===== src/rtl/cpu_pkg.sv =====
`default_nettype none

package cpu_pkg;

  // datapath and instruction width
  localparam int word_width = 16;
  // register number width, 16 registers
  localparam int reg_sel_width = 4;

  // program memory, word indexed
  localparam int imem_depth = 256;
  localparam int imem_addr_width = 8;

  // data memory, word indexed
  localparam int dmem_depth = 256;
  localparam int dmem_addr_width = 8;

  // opcodes, instr[15:12]
  // 0..7 are the alu group, msb clear
  typedef enum logic [3:0] {
    op_add = 4'd0,
    op_sub = 4'd1,
    op_xor = 4'd2,
    op_and = 4'd3,
    op_sll = 4'd4,
    op_sra = 4'd5,
    op_ror = 4'd6,
    op_or  = 4'd7,
    op_lw  = 4'd8,
    op_sw  = 4'd9,
    op_llb = 4'd10,
    op_lhb = 4'd11,
    op_b   = 4'd12,
    op_br  = 4'd13,
    op_pcs = 4'd14,
    op_hlt = 4'd15
  } opcode_t;

  // branch conditions, instr[11:9]
  typedef enum logic [2:0] {
    cond_ne = 3'd0,
    cond_eq = 3'd1,
    cond_gt = 3'd2,
    cond_lt = 3'd3,
    cond_ge = 3'd4,
    cond_le = 3'd5,
    cond_ov = 3'd6,
    cond_al = 3'd7
  } cond_t;

  // write-back source select
  typedef enum logic [1:0] {
    wb_alu = 2'd0,
    wb_mem = 2'd1,
    wb_imm = 2'd2,
    wb_pc  = 2'd3
  } wb_sel_t;

endpackage

`default_nettype wire


===== src/rtl/alu.sv =====
`timescale 1ns/1ps
`default_nettype none

module alu import cpu_pkg::*; (
  input  wire logic                  clk,
  input  wire logic                  reset,
  input  wire opcode_t               opcode,
  input  wire logic [word_width-1:0] a,
  input  wire logic [word_width-1:0] b,
  input  wire logic [3:0]            shamt,
  output logic [word_width-1:0]      result,
  output logic                       flag_z,
  output logic                       flag_v,
  output logic                       flag_n
);

  logic [word_width-1:0]   sum;
  logic [word_width-1:0]   diff;
  logic [2*word_width-1:0] rot;
  logic                    ovf;
  logic                    arith_op;

  assign sum  = a + b;
  assign diff = a - b;
  // doubled operand so a right shift gives the rotate
  assign rot  = {a, a} >> shamt;

  always_comb begin
    case (opcode)
      op_add:  result = sum;
      op_sub:  result = diff;
      op_xor:  result = a ^ b;
      op_and:  result = a & b;
      op_sll:  result = a << shamt;
      op_sra:  result = $signed(a) >>> shamt;
      op_ror:  result = rot[word_width-1:0];
      default: result = a | b;
    endcase
  end

  // signed overflow, operand signs vs result sign
  always_comb begin
    if (opcode == op_sub) begin
      ovf = (a[15] != b[15]) && (diff[15] != a[15]);
    end else begin
      ovf = (a[15] == b[15]) && (sum[15] != a[15]);
    end
  end

  // add and sub update all three flags
  assign arith_op = (opcode == op_add) || (opcode == op_sub);

  always_ff @(posedge clk) begin
    if (reset) begin
      flag_z <= 1'b0;
      flag_v <= 1'b0;
      flag_n <= 1'b0;
    end else if (!opcode[3]) begin
      // every alu group op sets z
      flag_z <= (result == '0);
      if (arith_op) begin
        flag_v <= ovf;
        flag_n <= result[15];
      end
    end
  end

endmodule

`default_nettype wire


===== config.mk =====
export PLATFORM = sky130hd
export DESIGN_NAME = alu
export DESIGN_NICKNAME = d
export VERILOG_FILES = /design/src/rtl/cpu_pkg.sv /design/src/rtl/alu.sv
export SDC_FILE = /design/constraint.sdc
export NUM_CORES = 1
export LEC_CHECK = 0
export BUFFER_PORTS_ARGS = -buffer_cell sky130_fd_sc_hd__buf_2
export CAP_MARGIN = 15
export CORE_MARGIN = 2
export CORE_UTILIZATION = 39
export CTS_CLUSTER_DIAMETER = 60
export CTS_CLUSTER_SIZE = 30
export DETAILED_ROUTE_END_ITERATION = 7
export GPL_ROUTABILITY_DRIVEN = 0
export GPL_TIMING_DRIVEN = 1
export MAX_ROUTING_LAYER = met4
export SLEW_MARGIN = 0
export SYNTH_ARGS = -nofsm -noshare
export SYNTH_HDL_FRONTEND = slang
export SYNTH_SLANG_ARGS = --single-unit
export TNS_END_PERCENT = 1

===== constraint.sdc =====
create_clock -name clk -period 3.39 [get_ports clk]
set_input_delay 0.339 -clock clk [delete_from_list [all_inputs] [get_ports clk]]
set_output_delay 0.339 -clock clk [all_outputs]
set_load 0.01 [all_outputs]

==> impl_metrics.tcl, run 1 <==
set metrics [dict create \
    cts_tree "built" \
    grt_pass1_wl_um 33900 \
    tightest_slew_ns 0.799 \
    drc 0 \
    dr.pass1.iters 6 \
    synth.distinct_cells 76 \
    violations "negative setup slack" \
    cts_root_buffer "clkbuf_16" \
    crit_type "in -> reg" \
    cp-start-kind "input pin" \
    num_rows 40 \
    track_usage 0.333 \
    drive_gt1_frac 0.423 \
    initial_utilization 0.400 \
    seq_area_frac_synth 0.0125 \
    syn_nets 746 \
    fillers 1109 \
    clk_latency_ns 0.23 \
    path_clk_slew_ns 0.03 \
    antenna_found_initial 0 \
    grt_overflow 0 \
    synth_seq_cells 3 \
    avgRoutedWirePerCell_um 21.0 \
    cts_made_buffers 3 \
    r2r_slack_ns 2.70 \
    end_kind "flop" \
    fp.dieH_um 115 \
    cts_sinks 3 \
    status "finished, violations left" \
    hold_viol 0 \
    port_buffers 60 \
    rsz0062_at_grt "yes" \
    drv_cap 0 \
    synthCells 652 \
    clock_skew_ns 0 \
    finalPower_mw 1.36 \
    synthArstFlopShare 0 \
    cp_data_required_time_ns 3.53 \
    place_area_sq_um 6820 \
    vias 6596 \
    setup_ws_ns -0.169 \
    setup_viol 3 \
    slew_violations 0 \
    area_growth_pct 48.4 \
    via_per_inst 6.34 \
    cp_data_arrival_time_ns 3.69 \
    min_period_ns 3.56 \
    grt_max_degree 23 \
    dieArea_sq_um 13200 \
    max_freq_ghz 0.281 \
    peakVddDrop_uv 374 \
    min_path_type "in -> reg" \
    drt_iter0_markers 875 \
    design_area_sq_um 7140 \
    yosys_warnings 0 \
    grt_pass1_vias 6500 \
    cts_buffer_depth 2 \
    antenna_cells 0 \
    finalCritPeriodShare 1.05 \
    path_max_fanout 4 \
    avgSynthCellArea_sq_um 7.37 \
    wirelength_um 21800 \
    synth_flop_cell "dfxtp_1" \
    powerDensity_nw_per_um2 190 \
    core_area_sq_um 12000 \
    cts-htree-levels 1 \
    power_leakage_nw 3.35 \
    ios 61 \
    nets 988 \
    synth-edff-count 0 \
    die_w_um 115 \
    dp_hpwl_um 17700 \
    max-slew-margin-rel 0.460 \
    ant_nets 0 \
    synthesis.area_sq_um 4810 \
]
-- critical path, stage by stage --
cell	delay (ns)
buf_4	0.14
inv_2	0.07
ha_2	0.19
inv_1	0.06
fa_2	0.36
mux2i_2	0.23
xnor2_1	0.11
a221o_1	0.36
a21oi_2	0.13
a32oi_2	0.14
or4_4	0.44
or4_4	0.44
or4b_4	0.50
o32ai_2	0.20
-- cell families after synthesis --
group	count (synthesis)	share of synthesized area
multiplexers	63	0.196
AO/OA/AOI/OAI	230	0.345
XOR/XNOR	5	0.00911
AND/OR/NAND/NOR	195	0.206
flip-flops	3	0.0125
buffers and inverters	104	0.0929
adder cells (fa/ha/maj)	52	0.138
-- path summary, 6_finish.rpt --
path,startpoint,end,cells after the start
worst min register to register,flag_n,flag_n,2
worst min-delay path,reset,flag_n,2
worst max register to register,flag_z,flag_z,2
worst max-delay path,a[0],flag_z,14
-- cell usage in the layout (no fill, tap or decap), types with 6 or more instances in the layout --
master,Yosys,layout
mux2_4,0,7
nand3_1,11,10
nand2b_1,8,8
or3_1,7,6
o221ai_1,7,7
nor2_1,40,40
o211ai_1,10,10
and2_1,6,6
buf_4,2,222
o21ai_0,38,36
a21oi_1,44,43
buf_6,4,9
inv_1,51,49
a211o_1,8,8
o22ai_1,7,7
nor2b_1,11,8
ha_2,0,6
mux4_2,21,21
mux2i_1,26,25
a22oi_1,7,7
a21o_1,12,12
a221o_1,9,9
a31oi_1,9,9
a211oi_1,11,9
ha_1,50,42
mux2_2,12,7
buf_2,15,55
nand2_1,59,58
nor3_1,18,17
-- layout make-up --
type | instances | area [sq um] | share of cell area
well taps | 147 | 184 | 0.0258
inverters | 52 | 199 | 0.0279
clock buffers | 4 | 78.8 | 0.0110
repair buffers | 289 | 2090 | 0.293
multi-input cells | 545 | 4520 | 0.634
flip-flops and latches | 3 | 60.1 | 0.00842
-- through the flow --
step | hold WS, ns | setup slack (ns) | TNS [ns] | std cells | utilization
floorplan | 0.408 | -0.0624 | -0.0624 | 652 | -
global placement | 0.445 | -0.539 | -0.898 | 1032 | 0.568
detailed placement | 0.452 | -0.588 | -1.18 | 1032 | 0.568
CTS | 0.368 | -0.111 | -0.213 | 1039 | 0.588
global route | 0.381 | -0.236 | -0.637 | 1040 | 0.594
finish | 0.381 | -0.169 | -0.336 | 1040 | 0.594
-- power by group --
part	total, mW	internal, mW	switching (mW)
Clock	0.189	0.155	0.0337
Sequential	0.0383	0.0375	0.000827
Combinational	1.13	0.544	0.585
Total	1.36	0.737	0.620
-- per-layer routing --
layer / part of all wire / vias to the layer above / global-route usage
li1: - / 2998 / -
met1: 0.41 / 3096 / 0.426
met2: 0.44 / 413 / 0.517
met3: 0.098 / 89 / 0.0590
met4: 0.052 / 0 / 0.141
met5: 0 / - / -
-- registers in the layout, indices dropped and copies added (netlist names) --
name,count
flag_z,1
flag_n,1
flag_v,1
-- Yosys cell counts (all sizes together), types with 5 or more instances --
| library cell | count | share of area |
|---|---|---|
| o31ai | 6 | 0.0094 |
| o221ai | 7 | 0.013 |
| buf | 25 | 0.031 |
| or2 | 5 | 0.0065 |
| a221oi | 5 | 0.0091 |
| and2 | 6 | 0.0078 |
| or3 | 7 | 0.0091 |
| nand2 | 59 | 0.046 |
| a211o | 8 | 0.015 |
| nor3 | 18 | 0.019 |
| a221o | 9 | 0.019 |
| mux4 | 23 | 0.11 |
| ha | 50 | 0.13 |
| nor2b | 11 | 0.014 |
| o211ai | 11 | 0.018 |
| a21o | 12 | 0.019 |
| a32oi | 7 | 0.013 |
| inv | 51 | 0.040 |
| o21ai | 40 | 0.042 |
| mux2 | 14 | 0.033 |
| o41a | 5 | 0.012 |
| a21oi | 44 | 0.046 |
| a211oi | 11 | 0.017 |
| clkbuf | 27 | 0.021 |
| mux2i | 26 | 0.054 |
| nor2 | 40 | 0.031 |
| nand2b | 8 | 0.010 |
| nand3 | 11 | 0.011 |
| a31oi | 9 | 0.012 |
| o22ai | 7 | 0.0091 |
| a22oi | 7 | 0.011 |
-- what timing repair did --
item                                    4_1_cts  5_1_grt
endpoints found under the setup margin        6        7
hold buffers                                  0        0
pin swaps                                    15        3
hold endpoints to repair                      0        0
resized for setup                            36       16
setup buffers                                 3        1
Power figures use the tool's default switching activity.
==> inputs of run 2 (changes only) <==
CTS_BUF_LIST = sky130_fd_sc_hd__clkbuf_16   (was default)
CTS_CLUSTER_SIZE = default   (was 30)
==> run 2 against run 1 <==
Net effect: the run still ends with negative setup slack left; non-clock buffer count did not move; routed wire length barely moved; final area did not move; die area did not move; count of clock-buffer cells in the layout fell by 1; sequential cell count did not move; critical path depth did not move; sequential power barely moved; utilization did not move; total power rose by 0.19%; combinational power barely moved; worst setup slack improved by 0.0037 ns; largest power group unchanged.
==> impl_metrics.tcl, run 2 (synthesized netlist as in run 1, its figures left out) <==
set metrics [dict create \
    setup_viol 3 \
    dieArea_sq_um 13200 \
    fillers 1109 \
    cp_data_arrival_time_ns 3.70 \
    grt_overflow 0 \
    grt_util_met3 0.0590 \
    setup_ws_ns -0.165 \
    clock_skew_ns 0 \
    grt_pass1_vias 6500 \
    fin_setup_tns_ns -0.321 \
    path_max_fanout 4 \
    min_path_type "in -> reg" \
    crit_top_cell "or4_4" \
    slowest_stage "or4b_4" \
    ios 61 \
    num_rows 40 \
    max-slew-margin-rel 0.446 \
    crit_chain "buf_4 > inv_2 > ha_2 > inv_1 > fa_2 > mux2i_2 > xnor2_1 > a221o_1 > a21oi_2 > a32oi_2 > or4_4 > or4_4 > or4b_4 > o32ai_2" \
    drc 0 \
    power_leakage_nw 3.35 \
    grt_pass1_wl_um 33900 \
    drive_gt1_frac 0.423 \
    via_per_inst 6.35 \
    r2r_slack_ns 2.70 \
    cts_buffer_depth 2 \
    powerDensity_nw_per_um2 190 \
    hold_viol 0 \
    dr.pass1.iters 6 \
    cts_root_buffer "clkbuf_16" \
    drv_cap 0 \
    min_period_ns 3.56 \
    cp_num_buf_inv 3 \
    final_cell_mix "222 x buf_4, 58 x nand2_1, 55 x buf_2, 50 x inv_1, 43 x a21oi_1" \
    path_clk_slew_ns 0.03 \
    multi_input_area_sq_um 4520 \
    port_buffers 60 \
    cp_data_required_time_ns 3.53 \
    slowest_delay_ns 0.50 \
    status "finished, violations left" \
    antenna_found_initial 0 \
    track_usage 0.333 \
    initial_utilization 0.400 \
    grt_max_degree 23 \
    rsz0062_at_grt "yes" \
    nets 988 \
    finalPower_mw 1.36 \
    top_regs "flag_n (1), flag_v (1), flag_z (1)" \
    use_met1 0.426 \
    clk_latency_ns 0.23 \
    grt_busiest_layer "met2" \
    fp.dieH_um 115 \
    drt_iter0_markers 875 \
    cp-start-kind "input pin" \
    place_area_sq_um 6820 \
    antenna_cells 0 \
    crit_family "simple AND/OR/NAND/NOR gates" \
    die_w_um 115 \
    final_cells 1040 \
    core_area_sq_um 12000 \
    area_growth_pct 48.4 \
    postCtsHoldBufs 0 \
    wirelength_um 21800 \
    avgRoutedWirePerCell_um 21.0 \
    peakVddDrop_uv 383 \
    use_met2 0.517 \
    ant_nets 0 \
    cts_made_buffers 3 \
    vias 6608 \
    slew_violations 0 \
    violations "negative setup slack" \
    dp_hpwl_um 17700 \
    cts_sinks 3 \
    layout_commonest_cell "buf_4" \
    max_freq_ghz 0.281 \
    cts_tree "built" \
    tightest_slew_ns 0.820 \
    cts-htree-levels 1 \
    regArea_sq_um 60.1 \
    dp_cells 1032 \
    design_area_sq_um 7140 \
    finalCritPeriodShare 1.05 \
    crit_type "in -> reg" \
    end_kind "flop" \
]
==> run 2: changes by cell type in the layout (fill, tap and decap cells not counted), sizes merged <==
cell and change:
inv +1, clkbuf -1
==> run 2: per-layer routing <==
metal  vias up  part of all wire
met4         0             0.050
met2       411              0.44
met1      3114              0.41
li1       2999                 -
met5         -                 0
met3        84             0.097
==> run 2: timing repair <==
action	4_1_cts	5_1_grt
setup endpoints to repair	6	7
pin swaps	15	3
buffers inserted	3	1
resized for setup	36	16
endpoints found under the hold margin	0	0
==> run 2: final cells by class <==
cell class                      instances  share of cell area
Timing Repair Buffer                  289               0.293
Clock buffer                            3              0.0105
Clock inverter                          1            0.000526
Multi-Input combinational cell        545               0.634
Tap cell                              147              0.0258
Sequential cell                         3             0.00842
Inverter                               52              0.0279
==> run 2: stage by stage <==
stage,util,hold slack [ns],setup WS [ns]
4_1_cts,0.588,0.368,-0.111
6_report,0.594,0.368,-0.165
3_5_place_dp,0.568,0.452,-0.588
3_3_place_gp,0.568,0.445,-0.539
2_1_floorplan,-,0.408,-0.0624
5_1_grt,0.594,0.381,-0.236
==> run 2: power breakdown <==
| part | internal [mW] | switching [mW] | total [mW] |
|---|---|---|---|
| clock network | 0.153 | 0.0392 | 0.192 |
| registers | 0.0375 | 0.000828 | 0.0383 |
| logic | 0.544 | 0.585 | 1.13 |
| total | 0.734 | 0.625 | 1.36 |
==> run 2: worst register-to-register path, cell delays in order, from the launching register on <==
cell and delay (ns):
dfxtp_1 0.39, nand2_1 0.09, o32ai_2 0.12
==> run 2: worst paths after layout <==
path / end / cells after the start / from
worst max register to register: flag_z / 2 / flag_z
worst min register to register: flag_n / 2 / flag_n
worst min-delay path: flag_n / 2 / reset
worst max-delay path: flag_z / 14 / a[0]
