File: src/rtl/cpu_pkg.sv
`default_nettype none

package cpu_pkg;

  // datapath and instruction width
  localparam int word_width = 16;
  // register number width, 16 registers
  localparam int reg_sel_width = 4;

  // program memory, word indexed
  localparam int imem_depth = 256;
  localparam int imem_addr_width = 8;

  // data memory, word indexed
  localparam int dmem_depth = 256;
  localparam int dmem_addr_width = 8;

  // opcodes, instr[15:12]
  // 0..7 are the alu group, msb clear
  typedef enum logic [3:0] {
    op_add = 4'd0,
    op_sub = 4'd1,
    op_xor = 4'd2,
    op_and = 4'd3,
    op_sll = 4'd4,
    op_sra = 4'd5,
    op_ror = 4'd6,
    op_or  = 4'd7,
    op_lw  = 4'd8,
    op_sw  = 4'd9,
    op_llb = 4'd10,
    op_lhb = 4'd11,
    op_b   = 4'd12,
    op_br  = 4'd13,
    op_pcs = 4'd14,
    op_hlt = 4'd15
  } opcode_t;

  // branch conditions, instr[11:9]
  typedef enum logic [2:0] {
    cond_ne = 3'd0,
    cond_eq = 3'd1,
    cond_gt = 3'd2,
    cond_lt = 3'd3,
    cond_ge = 3'd4,
    cond_le = 3'd5,
    cond_ov = 3'd6,
    cond_al = 3'd7
  } cond_t;

  // write-back source select
  typedef enum logic [1:0] {
    wb_alu = 2'd0,
    wb_mem = 2'd1,
    wb_imm = 2'd2,
    wb_pc  = 2'd3
  } wb_sel_t;

endpackage

`default_nettype wire

File: src/rtl/decode_unit.sv
`timescale 1ns/1ps
`default_nettype none

module decode_unit import cpu_pkg::*; (
  input  wire logic [word_width-1:0] instr,
  output opcode_t                    opcode,
  output logic [reg_sel_width-1:0]   rd,
  output logic [reg_sel_width-1:0]   rs,
  output logic [reg_sel_width-1:0]   rt,
  output logic [7:0]                 imm8,
  output logic [3:0]                 mem_off,
  output cond_t                      cond,
  output logic [8:0]                 branch_off,
  output logic                       branch,
  output logic                       branch_reg,
  output logic                       halt,
  output logic                       reg_we,
  output logic                       mem_we,
  output wb_sel_t                    wb_sel
);

  assign opcode = opcode_t'(instr[15:12]);

  // fixed fields
  assign rd         = instr[11:8];
  assign imm8       = instr[7:0];
  assign mem_off    = instr[3:0];
  assign cond       = cond_t'(instr[11:9]);
  assign branch_off = instr[8:0];

  // byte immediates read old rd on the first port
  assign rs = (opcode == op_llb || opcode == op_lhb) ? instr[11:8] : instr[7:4];
  // store data comes through the second port
  assign rt = (opcode == op_sw) ? instr[11:8] : instr[3:0];

  always_comb begin
    branch     = 1'b0;
    branch_reg = 1'b0;
    halt       = 1'b0;
    reg_we     = 1'b0;
    mem_we     = 1'b0;
    wb_sel     = wb_alu;
    case (opcode)
      op_lw: begin
        reg_we = 1'b1;
        wb_sel = wb_mem;
      end
      op_sw:  mem_we = 1'b1;
      op_llb, op_lhb: begin
        reg_we = 1'b1;
        wb_sel = wb_imm;
      end
      op_b:   branch = 1'b1;
      op_br:  branch_reg = 1'b1;
      op_pcs: begin
        reg_we = 1'b1;
        wb_sel = wb_pc;
      end
      op_hlt: halt = 1'b1;
      // alu group writes the alu result
      default: reg_we = 1'b1;
    endcase
  end

endmodule

`default_nettype wire

File: config.mk
export PLATFORM = sky130hd
export DESIGN_NAME = decode_unit
export DESIGN_NICKNAME = d
export VERILOG_FILES = /design/src/rtl/cpu_pkg.sv /design/src/rtl/decode_unit.sv
export SDC_FILE = /design/constraint.sdc
export NUM_CORES = 1
export LEC_CHECK = 0
export BUFFER_PORTS_ARGS = -buffer_cell sky130_fd_sc_hd__buf_4
export CORE_UTILIZATION = 32
export DETAILED_ROUTE_END_ITERATION = 6
export PLACE_DENSITY = 0.81
export SETUP_SLACK_MARGIN = 0.3
export SYNTH_ARGS = -nofsm -noshare
export SYNTH_HDL_FRONTEND = slang
export SYNTH_SLANG_ARGS = --single-unit
File: constraint.sdc
create_clock -name vclk -period 0.9
set_input_delay 0.045 -clock vclk [all_inputs]
set_output_delay 0.045 -clock vclk [all_outputs]
set_load 0.02 [all_outputs]
==> flow_metrics.env, run 1 <==
export IMPL_p_leak_nw=0.504
export IMPL_path_buf_inv=3
export IMPL_slew_viol_final=0
export IMPL_die_area_mm2=0.00154
export IMPL_rows=13
export IMPL_layout_nets=114
export IMPL_wl_per_cell_um=11.5
export IMPL_worstPathMaxFanout=5
export IMPL_synth_area_um2=444
export IMPL_avgSynthCellArea_um2=7.93
export IMPL_path_cells="buf_8, nor4bb_4, buf_6, mux2_4, buf_6"
export IMPL_grt_use_total_pct=13.3
export IMPL_overflow=0
export IMPL_multi_input_area_um2=268
export IMPL_drt_first_iter_violations=7
export IMPL_io_pins=63
export IMPL_post_route_min_period_ns=1.06
export IMPL_p_per_area_mw_per_mm2=623
export IMPL_grt_start_max_net_pins=7
export IMPL_die_h_um=39.3
export IMPL_port_buffers=63
export IMPL_status="complete, but fails checks"
export IMPL_ant_nets=0
export IMPL_die_w_um=39.3
export IMPL_max_freq_ghz=0.940
export IMPL_setup_tns_ns=-1.06
export IMPL_syn_nets=72
export IMPL_synth_distinct_cells=17
export IMPL_grt_pass1_vias=362
export IMPL_critPathArrivalTime_ns=1.02
export IMPL_via_per_inst=4.50
export IMPL_antenna_cells=0
export IMPL_start_util_pct=34.1
export IMPL_ys_warn_count=0
export IMPL_area_growth_pct=108
export IMPL_n_fill_cell=92
export IMPL_drc=0
export IMPL_setup_slack_ns=-0.164
export IMPL_place_congestion=0.660
export IMPL_final_period_utilization_pct=118
export IMPL_holdWs_ns=0.306
export IMPL_cp_end_kind="output pin"
export IMPL_seq_area_um2=0
export IMPL_finalPower_mw=0.576
export IMPL_maxCapViolCount=0
export IMPL_dp_hpwl_um=966
export IMPL_vias=500
export IMPL_yosysSeqAreaShare_pct=0
export IMPL_critPathTopFamily="buffers and inverters"
export IMPL_grt_pass1_wl_um=1480
export IMPL_wirelength_um=1280
export IMPL_drive_gt1_share_pct=96.9
export IMPL_seq_cells=0
export IMPL_layout_cells_non_filler=111
export IMPL_num_clock_buffers=0
export IMPL_core_mm2=0.00130
export IMPL_worst_path_max_delay_cell="mux2_4"
export IMPL_setup_viol=8
export IMPL_maxSlewHeadroom_pct=83.8
export IMPL_drtPass1Iterations=4
export IMPL_syn_inst=56
export IMPL_place_inst=106
export IMPL_timing_hold_violations_final=0
export IMPL_path_class="input pin to output pin"
export IMPL_pre_cts_slack_ns=-0.261
export IMPL_required_ns=0.85
export IMPL_vdd_ir_drop_worst_v=0.000293
export IMPL_antenna_found_initial=0
export IMPL_rsz0062_at_grt="true"
export IMPL_path_common_cell="buf_6"
export IMPL_hold_class="input pin to output pin"
export IMPL_hold_buffers=0
export IMPL_tightestPinTransition_ns=0.242
export IMPL_violations="setup timing"
export IMPL_cp_slowest_stage_delay_ns=0.30
export IMPL_critPathLaunchType="input pin"
==> stage by stage <==
stage          util, %  cell area [µm²]
6_report          71.1              925
5_1_grt           71.1              925
4_1_cts           65.3              850
3_5_place_dp      57.8              752
3_3_place_gp      57.8              752
2_1_floorplan        -              474
==> report_power, final <==
part	switching (mW)	total [mW]	leakage [nW]	internal, mW
Clock	0	0	0	0
Combinational	0.280	0.576	0.504	0.297
Sequential	0	0	0	0
Total	0.280	0.576	0.504	0.297
==> path summary, 6_finish.rpt <==
kind            end  depth (start not counted)  slack [ns]       from
min   branch_off[7]                          2        0.31   instr[7]
max           rt[3]                          5       -0.16  instr[14]
==> synthesized netlist by cell type <==
library cell	instances	area, µm²
buf_6	1	11.3
buf_4	32	240
nor2_1	2	7.51
a21oi_1	1	5.00
xor2_1	1	8.76
nand3_1	1	5.00
nor4bb_1	1	10.0
nor3_1	1	5.00
mux2_2	4	45.0
mux2_4	4	60.1
or2_1	1	6.26
buf_2	1	5.00
nor3b_1	1	7.51
inv_1	1	3.75
nand2_1	2	7.51
nand2_2	1	6.26
maj3_1	1	10.0
==> cells by family (layout without fill, tap and decap cells) <==
| kind of cell | Yosys count | count (layout) | synth area share (%) |
|---|---|---|---|
| xor gates and xnor gates | 1 | 1 | 1.97 |
| and+or+nand+nor | 10 | 10 | 12.4 |
| adders and majority gates | 1 | 1 | 2.25 |
| AOI/OAI and AO/OA | 1 | 1 | 1.13 |
| muxes | 8 | 8 | 23.7 |
| buffers and inverters | 35 | 75 | 58.6 |
==> what timing repair did <==
action / CTS / global route
resized for setup: 20 / 13
endpoints found under the setup margin: 15 / 15
setup buffers: 3 / 2
pin swaps: 5 / 3
==> layer usage <==
metal | vias up | global-route usage, % | wire, µm
met3 | 0 | 1.14 | 150
met5 | - | 0 | 0
met1 | 231 | 12.9 | 391
met2 | 39 | 30.4 | 738
li1 | 230 | - | -
met4 | 0 | 0 | 0
==> layout by cell type, fill, tap and decap left out <==
master | Yosys | routed
nand2_2 | 1 | 2
xor2_1 | 1 | 1
buf_6 | 1 | 17
mux2_4 | 4 | 8
buf_4 | 32 | 55
nor3b_2 | 0 | 1
nor2_2 | 0 | 1
maj3_2 | 0 | 1
a21oi_2 | 0 | 1
nor3_4 | 0 | 1
or2_1 | 1 | 1
nand3_4 | 0 | 1
inv_1 | 1 | 1
nand2_4 | 0 | 1
buf_8 | 0 | 2
nor4bb_4 | 0 | 1
nor2_4 | 0 | 1
==> final cells by class <==
type               instances  area share [%]
repair buffers            74            68.6
inverters                  1           0.406
multi-input cells         21            29.0
well taps                 15            2.03
No activity file was read; power rests on OpenSTA's default activity.
==> run 2: changes to the inputs <==
Settings changed: ABC_AREA from default to 1, PLACE_DENSITY 0.81 to 0.8.
==> run 2 against run 1 <==
The run now ends clean. Via count grew 16%. Cell area is 3.1% lower. Sequential share of layout area did not move. First-iteration DRC count decreased by 43%. Power rose by 1.1%. Combinational power is 1% higher. Critical path depth grew 1. Area after synthesis grew 2.0%. Setup slack gained 0.31 ns. Fmax is 40% higher. Core utilization decreased by 2.2 points. Critical path type unchanged.
==> flow_metrics.env, run 2 <==
export IMPL_status="completed"
export IMPL_slew_viol_final=0
export IMPL_path_class="input pin to output pin"
export IMPL_cp_slowest_stage_delay_ns=0.19
export IMPL_final_common_cell="buf_4"
export IMPL_maxCapViolCount=0
export IMPL_core_mm2=0.00130
export IMPL_yosysTopAreaCellShare_pct=53.0
export IMPL_rows=13
export IMPL_max_freq_ghz=1.32
export IMPL_die_area_mm2=0.00157
export IMPL_path_cells="buf_8, nor2_4, nand2_4, nand2_2, nand2_2, buf_6"
export IMPL_p_leak_nw=0.495
export IMPL_maxSlewHeadroom_pct=83.5
export IMPL_critPathLaunchType="input pin"
export IMPL_synth_area_um2=453
export IMPL_layout_cells_non_filler=128
export IMPL_place_inst=125
export IMPL_seq_area_um2=0
export IMPL_vias=581
export IMPL_synth_distinct_cells=12
export IMPL_io_pins=63
export IMPL_vdd_ir_drop_worst_v=0.000352
export IMPL_layout_nets=131
export IMPL_port_buffers=63
export IMPL_avgSynthCellArea_um2=5.81
export IMPL_seq_cells=0
export IMPL_overflow=0
export IMPL_p_per_area_mw_per_mm2=650
export IMPL_syn_nets=94
export IMPL_place_congestion=0.742
export IMPL_hold_class="input pin to output pin"
export IMPL_synth_area_leaders="buf_4 53%, nand2_1 22%, nor2_4 7.5%, nand3_1 5.5%, inv_1 2.5%"
export IMPL_dp_hpwl_um=1110
export IMPL_post_route_min_period_ns=0.758
export IMPL_hold_buffers=0
export IMPL_path_common_cell="nand2_2"
export IMPL_timing_hold_violations_final=0
export IMPL_synth_common_cells="32 x buf_4, 26 x nand2_1, 5 x nand3_1"
export IMPL_yosysTopAreaCell="buf_4"
export IMPL_die_h_um=39.6
export IMPL_rsz0062_at_grt="true"
export IMPL_drtPass1Iterations=2
export IMPL_die_w_um=39.6
export IMPL_grt_pass1_vias=483
export IMPL_drive_gt1_share_pct=80.5
export IMPL_antenna_found_initial=0
export IMPL_start_util_pct=34.8
export IMPL_final_period_utilization_pct=84.3
export IMPL_final_cell_mix="49 x buf_4, 15 x buf_6, 14 x nand2_1, 11 x nand2_2, 5 x nand3_1"
export IMPL_drt_first_iter_violations=4
export IMPL_worstPathMaxFanout=7
export IMPL_yosysSeqAreaShare_pct=0
export IMPL_ys_warn_count=0
export IMPL_num_clock_buffers=0
export IMPL_worst_path_max_delay_cell="nor2_4"
export IMPL_grt_start_max_net_pins=8
export IMPL_syn_inst=78
export IMPL_area_growth_pct=97.8
export IMPL_antenna_cells=0
export IMPL_wl_per_cell_um=11.5
export IMPL_setup_tns_ns=0
export IMPL_required_ns=0.85
export IMPL_drc=0
export IMPL_cp_end_kind="output pin"
export IMPL_wirelength_um=1470
export IMPL_critPathArrivalTime_ns=0.71
export IMPL_critPathTopFamily="simple AND/OR/NAND/NOR gates"
export IMPL_synth_most_common_cell="buf_4"
export IMPL_grt_pass1_wl_um=1970
export IMPL_tightestPinTransition_ns=0.247
export IMPL_grt_use_total_pct=17.5
export IMPL_setup_viol=0
export IMPL_path_buf_inv=2
export IMPL_via_per_inst=4.54
export IMPL_ant_nets=0
export IMPL_n_fill_cell=103
==> run 2: changes by cell type after synthesis, moves of 2 or more <==
| cell | before | now |
|---|---|---|
| inv_1 | 1 | 3 |
| mux2_2 | 4 | 0 |
| mux2_4 | 4 | 0 |
| nand2_1 | 2 | 26 |
| nand3_1 | 1 | 5 |
| nor2_4 | 0 | 3 |
==> run 2: cell type report <==
class | count | area (µm²) | area share, %
Inverter | 4 | 30.0 | 3.35
Multi-Input combinational cell | 42 | 265 | 29.6
Tap cell | 15 | 18.8 | 2.09
Timing Repair Buffer | 67 | 582 | 64.9
==> run 2: final timing paths <==
kind              startpoint   endpoint  slack [ns]  cells past startpoint
setup / recovery   instr[14]      rs[2]        0.14                      6
hold / removal     instr[14]  opcode[2]        0.31                      2
==> run 2: per-stage QoR <==
stage	utilization, %	cell area [µm²]	power [mW]	setup slack (ns)	hold slack (ns)
after global routing	68.8	896	0.614	0.0739	0.313
after CTS	65.8	856	0.562	0.124	0.309
after detailed placement	56.1	729	0.494	0.0537	0.308
after floorplan	-	470	0.329	0.300	0.141
final	68.8	896	0.583	0.142	0.310
after global placement	56.1	729	0.487	0.0779	0.309
==> run 2: logic make-up after synthesis <==
group	count (synthesis)	share of synthesized area (%)
buf+inv	36	56.4
compound gates	1	1.10
simple gates	41	42.5
==> run 2: routing by layer <==
metal  track usage [%]  vias up  part of all wire [%]
li1                  -      280                     -
met1              21.0      267                    36
met2              35.2       34                    56
met3             0.568        0                   7.6
met4                 0        0                     0
met5                 0        -                     0
==> run 2: what timing repair did <==
item                                   4_1_cts  5_1_grt
endpoints found under the hold margin        0        0
setup endpoints to repair                   15       15
gates resized for setup                     34       11
pin swaps                                   18        6
buffers inserted                             2        1
==> run 2: power by group <==
| part | total, mW | internal (mW) | leakage (nW) | switching, mW |
|---|---|---|---|---|
| Clock | 0 | 0 | 0 | 0 |
| Combinational | 0.583 | 0.267 | 0.495 | 0.316 |
| Sequential | 0 | 0 | 0 | 0 |
| Total | 0.583 | 0.267 | 0.495 | 0.316 |
==> run 3: changes to the inputs <==
Settings changed: ABC_AREA 1 to 0, PLACE_DENSITY 0.8 to 0.81.
Clock period 0.9 ns to 0.8 ns, I/O delays scaled along.
==> run 3 against run 2 <==
The run now ends with setup timing left. Core utilization rose by 2.0 points. Combinational power is 12% higher. Non-clock buffer count is 9 higher. Routed wire length is 9.8% lower. Setup slack worse by 0.42 ns. Critical path type unchanged. Critical endpoint is now rt[3]. Largest power group unchanged.
==> flow_metrics.env, run 3 (synthesis results as in run 1) <==
export IMPL_overflow=0
export IMPL_antenna_cells=0
export IMPL_seq_cells=0
export IMPL_status="complete, but fails checks"
export IMPL_hold_class="input pin to output pin"
export IMPL_drive_gt1_share_pct=96.9
export IMPL_drt_first_iter_violations=2
export IMPL_grt_start_max_net_pins=7
export IMPL_grt_pass1_vias=353
export IMPL_max_freq_ghz=0.928
export IMPL_min_to="branch_off[6]"
export IMPL_wl_per_cell_um=11.7
export IMPL_final_common_cell="buf_4"
export IMPL_ant_nets=0
export IMPL_final_cell_mix="60 x buf_4, 14 x buf_6, 8 x mux2_4, 3 x nand2_4, 2 x buf_8"
export IMPL_num_clock_buffers=0
export IMPL_tightestPinTransition_ns=0.248
export IMPL_setup_tns_ns=-2.18
export IMPL_critPathArrivalTime_ns=1.04
export IMPL_place_inst=108
export IMPL_area_growth_pct=108
export IMPL_grt_pass1_wl_um=1480
export IMPL_die_area_mm2=0.00154
export IMPL_start_util_pct=34.1
export IMPL_maxSlewHeadroom_pct=83.5
export IMPL_slew_viol_final=0
export IMPL_layout_nets=116
export IMPL_cp_end_kind="output pin"
export IMPL_setup_viol=12
export IMPL_final_period_utilization_pct=135
export IMPL_hold_buffers=0
export IMPL_io_pins=63
export IMPL_n_fill_cell=93
export IMPL_vias=493
export IMPL_place_congestion=0.668
export IMPL_dp_hpwl_um=1010
export IMPL_via_per_inst=4.36
export IMPL_rsz0062_at_grt="true"
export IMPL_layout_cells_non_filler=113
export IMPL_post_route_min_period_ns=1.08
export IMPL_violations="setup timing"
export IMPL_multi_input_area_um2=262
export IMPL_seq_area_um2=0
export IMPL_rows=13
export IMPL_drc=0
export IMPL_maxCapViolCount=0
export IMPL_wirelength_um=1330
export IMPL_grt_use_total_pct=13.4
export IMPL_p_leak_nw=0.507
export IMPL_required_ns=0.76
export IMPL_timing_hold_violations_final=0
export IMPL_core_mm2=0.00130
export IMPL_min_path_cells=2
export IMPL_path_class="input pin to output pin"
export IMPL_antenna_found_initial=0
export IMPL_port_buffers=63
export IMPL_critPathLaunchType="input pin"
export IMPL_setup_slack_ns=-0.277
export IMPL_hp_start="instr[6]"
export IMPL_die_h_um=39.3
export IMPL_vdd_ir_drop_worst_v=0.000325
export IMPL_worstPathMaxFanout=5
export IMPL_die_w_um=39.3
export IMPL_p_per_area_mw_per_mm2=705
export IMPL_drtPass1Iterations=2
[run 3: changes by cell type in the layout (fill, tap and decap cells not counted), sizes merged, moves of 3 or more]
cell | previous run | this run
buf | 67 | 76
inv | 4 | 1
mux2 | 0 | 8
nand2 | 27 | 3
nand3 | 5 | 1
nor2 | 6 | 2
[run 3: worst max-delay path, cell delays in order]
cell,delay [ns]
buf_8,0.10
nor4bb_1,0.25
buf_4,0.20
mux2_4,0.31
buf_6,0.13
[run 3: worst max-delay path by stage]
stage | start | depth (start not counted) | to | slack, ns
4_1_cts | instr[14] | 5 | rt[2] | -0.28
6_report | instr[14] | 5 | rt[3] | -0.28
3_5_place_dp | instr[13] | 5 | rt[1] | -0.34
2_1_floorplan | instr[13] | 3 | rt[0] | -0.09
3_3_place_gp | instr[13] | 5 | rt[0] | -0.35
5_1_grt | instr[14] | 5 | rt[3] | -0.30
[run 3: layer usage]
layer	share of wire [%]	wire, µm	vias to the layer above	GRT usage, %
li1	-	-	233	-
met1	28	375	218	13.2
met2	57	760	42	30.4
met3	14	189	0	1.14
met4	0	0	0	0
met5	0	0	-	0
[run 3: report_power, final]
part	switching [mW]	internal (mW)	total [mW]	leakage, nW
clock	0	0	0	0
sequential	0	0	0	0
combinational	0.316	0.335	0.651	0.507
[run 3: stage by stage]
stage	power, mW	utilization, %	hold slack [ns]	cell area, µm²	setup slack, ns
final	0.651	70.9	0.297	922	-0.277
after global routing	0.687	70.9	0.307	922	-0.302
after CTS	0.605	63.3	0.299	823	-0.282
after detailed placement	0.578	59.8	0.299	778	-0.344
after global placement	0.571	59.8	0.297	778	-0.349
after floorplan	0.379	-	0.131	485	-0.0894
[run 3: area by class of cell]
| class | instances | share of cell area, % |
|---|---|---|
| Multi-Input combinational cell | 21 | 28.4 |
| Tap cell | 15 | 2.04 |
| Timing Repair Buffer | 76 | 69.2 |
| Inverter | 1 | 0.407 |
[run 3: timing repair]
action                                  in CTS  in global routing
cloned                                       0                  0
resized for setup                           12                 14
buffers inserted                             0                  5
endpoints found under the setup margin      17                 15
pin swaps                                    3                  7
