$ cat config.mk
export PLATFORM = sky130hd
export DESIGN_NAME = register_file
export DESIGN_NICKNAME = d
export VERILOG_FILES = /design/src/rtl/cpu_pkg.sv /design/src/rtl/register_file.sv
export SDC_FILE = /design/constraint.sdc
export NUM_CORES = 1
export LEC_CHECK = 0
export BUFFER_PORTS_ARGS = -buffer_cell sky130_fd_sc_hd__buf_2
export CORE_MARGIN = 2
export CORE_UTILIZATION = 40
export DETAILED_ROUTE_END_ITERATION = 6
export PLACE_DENSITY = 0.6
export SYNTH_ARGS = -nofsm -noshare
export SYNTH_HDL_FRONTEND = slang
export SYNTH_SLANG_ARGS = --single-unit
export TNS_END_PERCENT = 10
$ cat constraint.sdc
create_clock -name clk -period 4.01 [get_ports clk]
set_input_delay 0.2005 -clock clk [delete_from_list [all_inputs] [get_ports clk]]
set_output_delay 0.2005 -clock clk [all_outputs]
set_load 0.01 [all_outputs]
$ cat src/rtl/cpu_pkg.sv
`default_nettype none

package cpu_pkg;

  // datapath and instruction width
  localparam int word_width = 16;
  // register number width, 16 registers
  localparam int reg_sel_width = 4;

  // program memory, word indexed
  localparam int imem_depth = 256;
  localparam int imem_addr_width = 8;

  // data memory, word indexed
  localparam int dmem_depth = 256;
  localparam int dmem_addr_width = 8;

  // opcodes, instr[15:12]
  // 0..7 are the alu group, msb clear
  typedef enum logic [3:0] {
    op_add = 4'd0,
    op_sub = 4'd1,
    op_xor = 4'd2,
    op_and = 4'd3,
    op_sll = 4'd4,
    op_sra = 4'd5,
    op_ror = 4'd6,
    op_or  = 4'd7,
    op_lw  = 4'd8,
    op_sw  = 4'd9,
    op_llb = 4'd10,
    op_lhb = 4'd11,
    op_b   = 4'd12,
    op_br  = 4'd13,
    op_pcs = 4'd14,
    op_hlt = 4'd15
  } opcode_t;

  // branch conditions, instr[11:9]
  typedef enum logic [2:0] {
    cond_ne = 3'd0,
    cond_eq = 3'd1,
    cond_gt = 3'd2,
    cond_lt = 3'd3,
    cond_ge = 3'd4,
    cond_le = 3'd5,
    cond_ov = 3'd6,
    cond_al = 3'd7
  } cond_t;

  // write-back source select
  typedef enum logic [1:0] {
    wb_alu = 2'd0,
    wb_mem = 2'd1,
    wb_imm = 2'd2,
    wb_pc  = 2'd3
  } wb_sel_t;

endpackage

`default_nettype wire

$ cat src/rtl/register_file.sv
`timescale 1ns/1ps
`default_nettype none

module register_file import cpu_pkg::*; (
  input  wire logic                     clk,
  input  wire logic                     reset,
  input  wire logic                     we,
  input  wire logic [reg_sel_width-1:0] rs,
  input  wire logic [reg_sel_width-1:0] rt,
  input  wire logic [reg_sel_width-1:0] rd,
  input  wire logic [word_width-1:0]    wdata,
  output logic [word_width-1:0]         rs_data,
  output logic [word_width-1:0]         rt_data
);

  logic [word_width-1:0]    regs [2**reg_sel_width];
  // walks the registers while reset is held
  logic [reg_sel_width-1:0] clr_cnt;

  always_ff @(posedge clk) begin
    if (!reset) begin
      clr_cnt <= '0;
    end else begin
      clr_cnt <= clr_cnt + 1'b1;
    end
  end

  // one register cleared per reset cycle, all 16 after 16 cycles
  always_ff @(posedge clk) begin
    if (reset) begin
      regs[clr_cnt] <= '0;
    end else if (we && rd != '0) begin
      regs[rd] <= wdata;
    end
  end

  // register 0 is hardwired to zero
  assign rs_data = (rs == '0) ? '0 : regs[rs];
  assign rt_data = (rt == '0) ? '0 : regs[rt];

  // the top level must gate the write enable with reset
  a_no_write_in_reset: assert property (@(posedge clk) reset |-> !we);

endmodule

`default_nettype wire

==> impl_metrics.csv, run 1 <==
group,metric,value,unit
critical_path,r2r_start,"clr_cnt[2]",
drt,wirelength,31200,um
place,numPortBuffers,62,
critical_path,crit_start,"rt[3]",
grt,grt_max_degree,58,
cts,clkTransAtPathRegs,0.06,ns
final_layout,multiInputGateArea,4110,sq um
critical_path,end_kind,"primary output",
yosys,syn-num-nets,725,
yosys,netlist.area_leader.share,61.6,%
grt,grt_usage,20.2,%
power_and_ir_drop,ir_worst_vdd,0.294,mV
hold_path,hp-class,"input port to register",
yosys,yosys.area.top_type,"edfxtp_1",
power_and_ir_drop,p_sw_share,22.5,%
timing,slew-limit-headroom,13.3,%
yosys,synth-seq-cells,245,
final_layout,synthToLayoutAreaGrowth,12.7,%
yosys,synth_compound_area_share,7.10,%
cts,max-clock-path-buffers,3,
yosys,ys_async_sr_fraction,0,%
cts,h-tree-depth,1,
timing,period_share,67.8,%
final_layout,register_area,7320,sq um
yosys,avgSynthCellArea,17.0,sq um
power_and_ir_drop,p_seq_share,50.6,%
critical_path,crit_end,"rt_data[4]",
timing,tightest_slew,1.30,ns
grt,grt.overflow.total,0,
timing,rsz0062_at_grt,"no",
yosys,synth_area_leaders,"edfxtp_1, mux4_2, mux2i_1, a21oi_1, mux2_2",
yosys,synthMuxAreaShare,24.1,%
critical_path,required,3.81,ns
final_layout,final_nets,786,
power_and_ir_drop,power_frac_clock,39.7,%
yosys,synthSimpleGateAreaFrac,3.34,%
yosys,netlist_instances,693,
critical_path,slowest_stage,"buf_4",
cts,cts-resized-gates,0,
yosys,yosysWarnings,0,
yosys,synth_ff_type,"edfxtp_1",
critical_path,path_buf_inv,3,
job,cap_violations,0,
timing,fin_ws,1.29,ns
grt,grt_pass1_vias,7248,
cts,clock_latency,0.51,ns
cts,clkSinkCount,245,
critical_path,crit_type,"input port to primary output",
die,die_h,175,um
power_and_ir_drop,p_leak,4.59,nW
yosys,synthAdderAreaFrac,0.106,%
critical_path,crit_arrival,2.52,ns
yosys,ys_seq_area_share,62.3,%
critical_path,startpoint_type,"input port",
drt,dr.pass1.iters,4,
die,initial_core_util,40.8,%
drt,drt-wirelength-per-cell,27.0,um
timing,finalHoldViolations,0,
final_layout,drive_above_1_share,28.8,%
timing,max_freq,0.368,GHz
critical_path,crit_chain,"buf_2 -> buf_4 -> and2b_1 -> a22oi_1 -> a21oi_1 -> a21oi_1 -> buf_2",
drt,ant_nets,0,
power_and_ir_drop,p_sw,1.28,mW
yosys,synth_xor_area_share,0.149,%
die,rows,62,
final_layout,fillerInstances,2415,
cts,cts_hold_buffers,0,
place,place_ws,1.30,ns
drt,drtIter0Drc,650,
final_layout,stdcell_count,1156,
die,die-area,30800,sq um
critical_path,rr_worst_depth,5,
drt,remaining_drc_errors,0,
grt,antenna_found_initial,1,
cts,cts_tree,"done",
drt,vias_per_cell,5.99,
timing,setup_violations,0,
drt,num_vias,6923,
yosys,synth_top_family_by_area,"multiplexers",
die,die_x,175,um
critical_path,path_delay_family,"buffers and inverters",
yosys,synth_cell_types,36,
die,ioPinCount,63,
critical_path,cp.depth,7,
critical_path,reg2reg_slack,1.83,ns
cts,root_buffer,"clkbuf_16",
critical_path,max_stage_delay,0.63,ns
cts,cts_buffers,24,
power_and_ir_drop,powerDensity,429,nW/um^2
critical_path,cp_max_fo,49,
die,core_area,28800,sq um
yosys,synth_area,11700,sq um
cts,cts_setup_buffers,0,
yosys,synth_edf_count,241,
place,placed_cells,1112,
critical_path,worstReg2RegEnd,"regs[6][3]",
power_and_ir_drop,pwr-share-comb,9.7,%
timing,finalClockSkew,0.00794,ns
timing,tns,0,ns
timing,maxSlewViolCount,0,
final_layout,antenna_cells,0,
grt,grt_pass1_wl,46000,um
place,dp_hpwl,19400,um
place,gp_congestion,0.800,
status,status,"finished clean",
power_and_ir_drop,power.internal,4.41,mW
timing,period_minus_slack,2.72,ns
## power groups by stage
stage	clock network [mW]	logic [mW]	registers (mW)
global placement	0	0.542	2.93
CTS	2.29	0.554	2.88
floorplan	0	0.370	2.92
global route	2.39	0.585	2.88
detailed placement	0	0.552	2.93
finish	2.26	0.549	2.88
## synth_stat cells, types with 2 or more instances
cell type,count
o22ai_1,14
mux4_1,5
nor2b_1,6
a22oi_1,16
a31oi_1,4
mux2i_1,110
buf_4,10
nand3_1,3
and2_1,20
edfxtp_1,241
mux2_2,18
a21oi_1,48
buf_2,25
a2111oi_2,9
dfxtp_1,4
mux4_2,62
a2111oi_0,5
nand2b_1,3
inv_1,2
a221o_1,15
buf_6,7
nor2_1,37
nand2_1,6
a211oi_1,2
clkbuf_1,9
nor3b_1,2
## layer usage
| metal | vias to the layer above | routed length [um] | share of wire (%) | GRT usage (%) |
|---|---|---|---|---|
| met2 | 257 | 16200 | 52 | 36.0 |
| met1 | 3640 | 12400 | 40 | 26.0 |
| met4 | 0 | 863 | 2.8 | 6.53 |
| li1 | 2975 | - | - | - |
| met5 | - | 0 | 0 | 0 |
| met3 | 51 | 1670 | 5.4 | 1.99 |
## worst min path at each step
stage	to	from	slack, ns	depth (start not counted)
6_report	clr_cnt[0]	reset	0.04	2
3_3_place_gp	clr_cnt[0]	clr_cnt[0]	0.49	1
2_1_floorplan	clr_cnt[0]	clr_cnt[0]	0.47	1
3_5_place_dp	clr_cnt[0]	clr_cnt[0]	0.50	1
5_1_grt	clr_cnt[0]	reset	0.04	2
4_1_cts	clr_cnt[0]	reset	0.02	2
## final cells by class
type | instances | area share (%)
Sequential cell | 245 | 55.3
Multi-Input combinational cell | 393 | 31.1
Clock buffer | 31 | 4.89
Timing Repair Buffer | 88 | 4.04
Tap cell | 384 | 3.63
Clock inverter | 13 | 1.07
Inverter | 2 | 0.0567
## state kept, by name, summed over array words and instances (netlist names)
register / cells
clr_cnt: 4
regs: 241
## stage by stage
step	hold WS, ns	cell area, sq um	util (%)	power [mW]
after detailed placement	0.497	12500	43.3	3.48
after global routing	0.0410	13200	46.0	5.86
final	0.0353	13200	46.0	5.68
after global placement	0.495	12500	43.3	3.47
after CTS	0.0199	13200	46.0	5.72
after floorplan	0.466	11700	-	3.29
## logic make-up (layout without fill, tap and decap cells)
family                     Yosys count  count (layout)
AOI/OAI and AO/OA                  116             116
xor gates and xnor gates             2               2
adders and majority gates            1               1
buffers and inverters               55             134
DFF                                245             245
muxes                              195             195
and+or+nand+nor                     79              79
## cell usage in the layout (no fill, tap or decap), types with 16 or more instances in the layout
cell type / instances
mux4_2: 62
nor2_1: 29
mux2_2: 18
a22oi_1: 16
edfxtp_1: 241
a21oi_1: 47
and2_1: 20
mux2i_1: 110
buf_4: 26
buf_2: 60
clkbuf_16: 25
(Power assumes the default switching activity.)
==> run 2: changes to the inputs <==
Settings changed: ABC_AREA set to 1, PLACE_DENSITY 0.6 to 0.62.
Clock period 4.01 ns to 2.3 ns, I/O delays scaled along.
==> impl_metrics.csv, run 2 <==
group,metric,value,unit
timing,rsz0062_at_grt,"no",
final_layout,fillerInstances,3453,
place,place_ws,0.391,ns
hold_path,hp-class,"input port to register",
grt,grt_pass1_wl,70100,um
cts,cts-resized-gates,0,
drt,vias_per_cell,5.31,
final_layout,final_nets,1914,
cts,cts_setup_buffers,0,
power_and_ir_drop,p_sw,2.83,mW
timing,period_share,89.7,%
timing,fin_ws,0.237,ns
power_and_ir_drop,p_leak,7.67,nW
timing,finalClockSkew,0.0159,ns
critical_path,required,2.18,ns
final_layout,largest_reg_flops,256,
grt,grt_usage,24.2,%
yosys,synth_area_leaders,"edfxtp_1, nand2_1, nand3_1, inv_1, buf_2",
cts,root_buffer,"clkbuf_16",
yosys,yosysWarnings,0,
cts,max-clock-path-buffers,3,
power_and_ir_drop,ir_worst_vdd,0.548,mV
die,die_h,193,um
timing,tns,0,ns
cts,cts_buffers,29,
power_and_ir_drop,power.total,10.9,mW
drt,drt-wirelength-per-cell,19.5,um
grt,grt.overflow.total,0,
final_layout,final_area,16400,sq um
status,status,"finished clean",
grt,antenna_found_initial,0,
yosys,yosysMostFrequentCell,"nand2_1",
yosys,ys_async_sr_fraction,0,%
critical_path,cp_max_fo,2,
power_and_ir_drop,p_sw_share,25.8,%
final_layout,synthToLayoutAreaGrowth,14.2,%
power_and_ir_drop,pwr-share-comb,13.1,%
power_and_ir_drop,power.internal,8.12,mW
power_and_ir_drop,power_frac_clock,38.3,%
final_layout,drive_above_1_share,10.1,%
drt,dr.pass1.iters,6,
final_layout,largest_register,"regs",
critical_path,crit_type,"register to primary output",
critical_path,r2r_start,"clr_cnt[0]",
timing,max_freq,0.485,GHz
power_and_ir_drop,powerDensity,669,nW/um^2
timing,finalHoldViolations,0,
critical_path,end_kind,"primary output",
place,place_area,15500,sq um
job,cap_violations,0,
timing,period_minus_slack,2.06,ns
die,core_area,35400,sq um
die,initial_core_util,40.5,%
drt,ant_nets,0,
yosys,synth_cell_types,21,
yosys,netlist_instances,1815,
timing,tightest_slew,0.689,ns
yosys,ys_seq_area_share,54.2,%
final_layout,stdcell_count,2359,
final_layout,layout_common_cells,"nand2_1, nand3_1, inv_1",
yosys,netlist_top_cells_count,"nand2_1, nand3_1, inv_1",
place,dp_hpwl,29300,um
drt,wirelength,46100,um
place,placed_cells,2307,
die,die-area,37300,sq um
drt,num_vias,12500,
hold_path,worstHoldStart,"wdata[5]",
critical_path,crit_start,"regs[7][6]",
timing,maxSlewViolCount,0,
yosys,avgSynthCellArea,7.89,sq um
yosys,synth_area,14300,sq um
yosys,syn-num-nets,1847,
final_layout,final_common_cell,"nand2_1",
critical_path,startpoint_type,"register",
final_layout,antenna_cells,0,
critical_path,crit_arrival,1.95,ns
grt,grt_max_degree,130,
timing,setup_violations,0,
die,rows,69,
cts,clkTransAtPathRegs,0.06,ns
place,gp_congestion,0.914,
cts,h-tree-depth,1,
yosys,synth_edf_count,256,
yosys,yosys.area.top_type,"edfxtp_1",
drt,remaining_drc_errors,0,
power_and_ir_drop,p_seq_share,48.6,%
timing,slew-limit-headroom,54.1,%
yosys,synth_ff_type,"edfxtp_1",
yosys,netlist.area_leader.share,53.7,%
cts,cts_tree,"done",
cts,clkSinkCount,260,
yosys,synth-seq-cells,260,
drt,drtIter0Drc,1368,
die,ioPinCount,63,
grt,grt_pass1_vias,11900,
place,numPortBuffers,62,
final_layout,reg_top3,"regs x256, clr_cnt x4",
die,die_x,193,um
cts,clock_latency,0.56,ns
==> run 2: cell types whose count changed after synthesis, sizes merged, moves of 16 or more <==
cell   previous run  this run
nand3             3       359
mux2i           110         0
mux4             67         0
mux2             18         0
and2             20         0
a22oi            16         0
inv               2       319
buf              43        90
nand2             6       691
==> run 2: timing repair <==
action,CTS,global route
hold buffers,5,0
endpoints found under the hold margin,19,0
endpoints found under the setup margin,0,0
==> run 2: cell type report <==
| class | count | area [sq um] | area share (%) |
|---|---|---|---|
| multi-input combinational | 1135 | 4870 | 29.8 |
| sequential | 260 | 7770 | 47.5 |
| tap | 461 | 577 | 3.53 |
| clock buffer | 40 | 767 | 4.69 |
| timing repair buffer | 136 | 1110 | 6.78 |
| inverter | 320 | 1200 | 7.36 |
| clock inverter | 7 | 58.8 | 0.360 |
==> run 2: cell families (layout without fill, tap and decap cells) <==
family	Yosys count	in the layout	synth area share, %
xor+xnor	1	1	0.0612
flops	260	260	54.2
buf+inv	420	503	12.0
compound gates	38	38	1.33
simple gates	1095	1095	32.3
fa+ha+maj	1	1	0.0874
==> run 2: final timing paths <==
| check | to | slack, ns | depth (start not counted) |
|---|---|---|---|
| hold reg to reg | clr_cnt[0] | 0.51 | 1 |
| hold / removal | regs[2][5] | 0.13 | 4 |
| setup / recovery | rt_data[6] | 0.24 | 9 |
| setup reg to reg | regs[7][11] | 0.71 | 5 |
==> run 2: power by group through the flow <==
stage / Clock (mW) / Combinational [mW] / Sequential, mW
floorplan: 0 / 0.851 / 5.41
global placement: 0 / 1.40 / 5.42
detailed placement: 0 / 1.41 / 5.42
CTS: 4.25 / 1.42 / 5.32
global route: 4.41 / 1.56 / 5.32
finish: 4.19 / 1.44 / 5.32
==> run 2: stage by stage <==
stage | util, % | hold slack, ns
global route | 46.2 | 0.128
finish | 46.2 | 0.132
floorplan | - | 0.208
detailed placement | 43.7 | 0.335
global placement | 43.7 | 0.326
CTS | 46.2 | 0.108
==> run 2: worst max-delay path, cell delays in order (launching register included) <==
cell      delay (ns)
edfxtp_1        0.32
inv_1           0.05
nand2_1         0.06
nand3_1         0.07
nand2_1         0.07
nand2_1         0.10
nand2_1         0.16
inv_1           0.06
a21oi_1         0.30
buf_2           0.20
==> run 2: routing by layer <==
metal	routed length [um]	vias up	global-route usage, %	share of wire (%)
met5	0	-	0	0
met4	1560	0	9.02	3.4
met3	4470	100	3.59	9.7
met2	21200	712	39.3	46
met1	18900	5863	33.1	41
li1	-	5854	-	-
==> run 3: changes to the inputs <==
Clock period 2.3 ns to 1.68 ns, I/O delays scaled along.
==> impl_metrics.csv, run 3 (same netlist as run 2, synthesis figures left out) <==
group,metric,value,unit
drt,drt-wirelength-per-cell,20.1,um
timing,maxSlewViolCount,0,
grt,grt_usage,25.2,%
power_and_ir_drop,power.total,15.1,mW
power_and_ir_drop,power_frac_clock,37.1,%
place,numPortBuffers,62,
critical_path,rr_worst_depth,5,
die,ioPinCount,63,
status,violations,"setup timing",
timing,fin_ws,-0.127,ns
critical_path,cp_max_fo,2,
drt,wirelength,47700,um
die,die_x,193,um
die,core_area,35400,sq um
cts,cts_setup_buffers,0,
drt,num_vias,12600,
hold_path,worstHoldStart,"wdata[2]",
job,cap_violations,0,
grt,grt.overflow.total,0,
drt,ant_nets,0,
power_and_ir_drop,powerDensity,885,nW/um^2
final_layout,largest_register,"regs",
timing,tightest_slew,0.624,ns
power_and_ir_drop,p_sw_share,25.9,%
critical_path,crit_start,"regs[6][9]",
power_and_ir_drop,pwr-share-comb,14.6,%
cts,cts_buffers,26,
critical_path,required,1.60,ns
grt,grt_pass1_vias,12000,
power_and_ir_drop,p_leak,7.86,nW
critical_path,reg2reg_slack,0.25,ns
die,die-area,37300,sq um
critical_path,crit_type,"register to primary output",
final_layout,antenna_cells,0,
final_layout,final_common_cell,"nand2_1",
timing,period_minus_slack,1.81,ns
cts,h-tree-depth,1,
drt,remaining_drc_errors,0,
final_layout,drive_above_1_share,18.5,%
critical_path,worstReg2RegEnd,"regs[10][12]",
final_layout,largest_reg_flops,256,
final_layout,layout_common_cells,"nand2_1, nand3_1, inv_1",
timing,slew-limit-headroom,58.4,%
cts,max-clock-path-buffers,3,
drt,drtIter0Drc,1684,
timing,period_share,108,%
critical_path,max_stage_delay,0.38,ns
grt,grt_pass1_wl,72200,um
critical_path,startpoint_type,"register",
drt,dr.pass1.iters,6,
status,status,"finished with violations",
cts,cts_tree,"done",
place,gp_congestion,0.903,
power_and_ir_drop,ir_worst_vdd,0.744,mV
hold_path,hp-class,"input port to register",
final_layout,reg_top3,"regs x256, clr_cnt x4",
power_and_ir_drop,power.internal,11.2,mW
place,dp_hpwl,31900,um
final_layout,synthToLayoutAreaGrowth,19.1,%
cts,clkSinkCount,260,
timing,finalClockSkew,0.00960,ns
die,die_h,193,um
timing,rsz0062_at_grt,"yes",
cts,root_buffer,"clkbuf_16",
die,rows,69,
hold_path,min_to,"regs[5][2]",
critical_path,r2r_start,"clr_cnt[1]",
timing,setup_violations,32,
final_layout,fillerInstances,3405,
drt,vias_per_cell,5.32,
critical_path,end_kind,"primary output",
timing,max_freq,0.554,GHz
timing,tns,-2.33,ns
power_and_ir_drop,p_seq_share,48.3,%
critical_path,crit_chain,"inv_1 -> nand2_1 -> nand3_1 -> nand2_1 -> nand2_2 -> nand2_2 -> inv_2 -> a21oi_2 -> buf_2",
power_and_ir_drop,p_sw,3.91,mW
die,initial_core_util,40.5,%
grt,grt_max_degree,61,
hold_path,min_path_cells,4,
critical_path,slowest_stage,"edfxtp_1",
cts,clock_latency,0.53,ns
cts,clkTransAtPathRegs,0.06,ns
timing,finalHoldViolations,0,
grt,antenna_found_initial,1,
critical_path,crit_arrival,1.72,ns
place,place_ws,-0.0437,ns
final_layout,final_nets,1928,
run 3: area by class of cell:
type / count / area (sq um) / share of cell area [%]
clock inverters: 15 / 123 / 0.719
flip-flops and latches: 260 / 7770 / 45.6
well taps: 461 / 577 / 3.38
clock buffers: 32 / 694 / 4.07
multi-input cells: 1135 / 5280 / 31.0
repair buffers: 153 / 1400 / 8.23
inverters: 320 / 1210 / 7.08
run 3: how the worst max path moves through the flow:
| stage | to | cells past startpoint | slack (ns) |
|---|---|---|---|
| 3_3_place_gp | regs[0][1] | 9 | -0.06 |
| 3_5_place_dp | regs[0][1] | 9 | -0.04 |
| 4_1_cts | rs_data[7] | 9 | -0.1 |
| 5_1_grt | rt_data[5] | 9 | -0.19 |
| 2_1_floorplan | regs[0][0] | 8 | -0.10 |
| 6_report | rt_data[9] | 9 | -0.13 |
run 3: layer usage:
| layer | GRT usage [%] | part of all wire [%] | vias to the layer above |
|---|---|---|---|
| li1 | - | - | 5891 |
| met1 | 34.9 | 42 | 6029 |
| met2 | 40.6 | 46 | 627 |
| met3 | 3.75 | 8.8 | 97 |
| met4 | 8.34 | 3.2 | 2 |
| met5 | 0 | 0.027 | - |
run 3: what timing repair did:
item / CTS / global route
pin swaps: 63 / 15
hold endpoints to repair: 4 / 0
gates resized for setup: 108 / 48
hold buffers: 1 / 0
endpoints found under the setup margin: 32 / 288
run 3: stage by stage:
stage	hold slack, ns	cells	util, %	instance area (sq um)
final	0.0933	2376	48.2	17100
after global routing	0.116	2376	48.2	17100
after CTS	0.0885	2376	47.7	16900
after detailed placement	0.302	2328	44.6	15800
after global placement	0.307	2328	44.6	15800
after floorplan	0.177	1815	-	14400
run 3: worst max-delay path, delay by kind of cell, from the launching register on:
kind            cells  cell delay [ns]
simple gates        5             0.38
flops               1             0.38
buf+inv             3             0.28
compound gates      1             0.13
run 3: power groups by stage:
stage          registers (mW)  clock network (mW)  logic, mW
3_5_place_dp             7.42                   0       2.02
6_report                 7.29                5.60       2.21
5_1_grt                  7.29                5.90       2.39
2_1_floorplan            7.40                   0       1.18
4_1_cts                  7.28                5.68       2.13
3_3_place_gp             7.42                   0       2.01
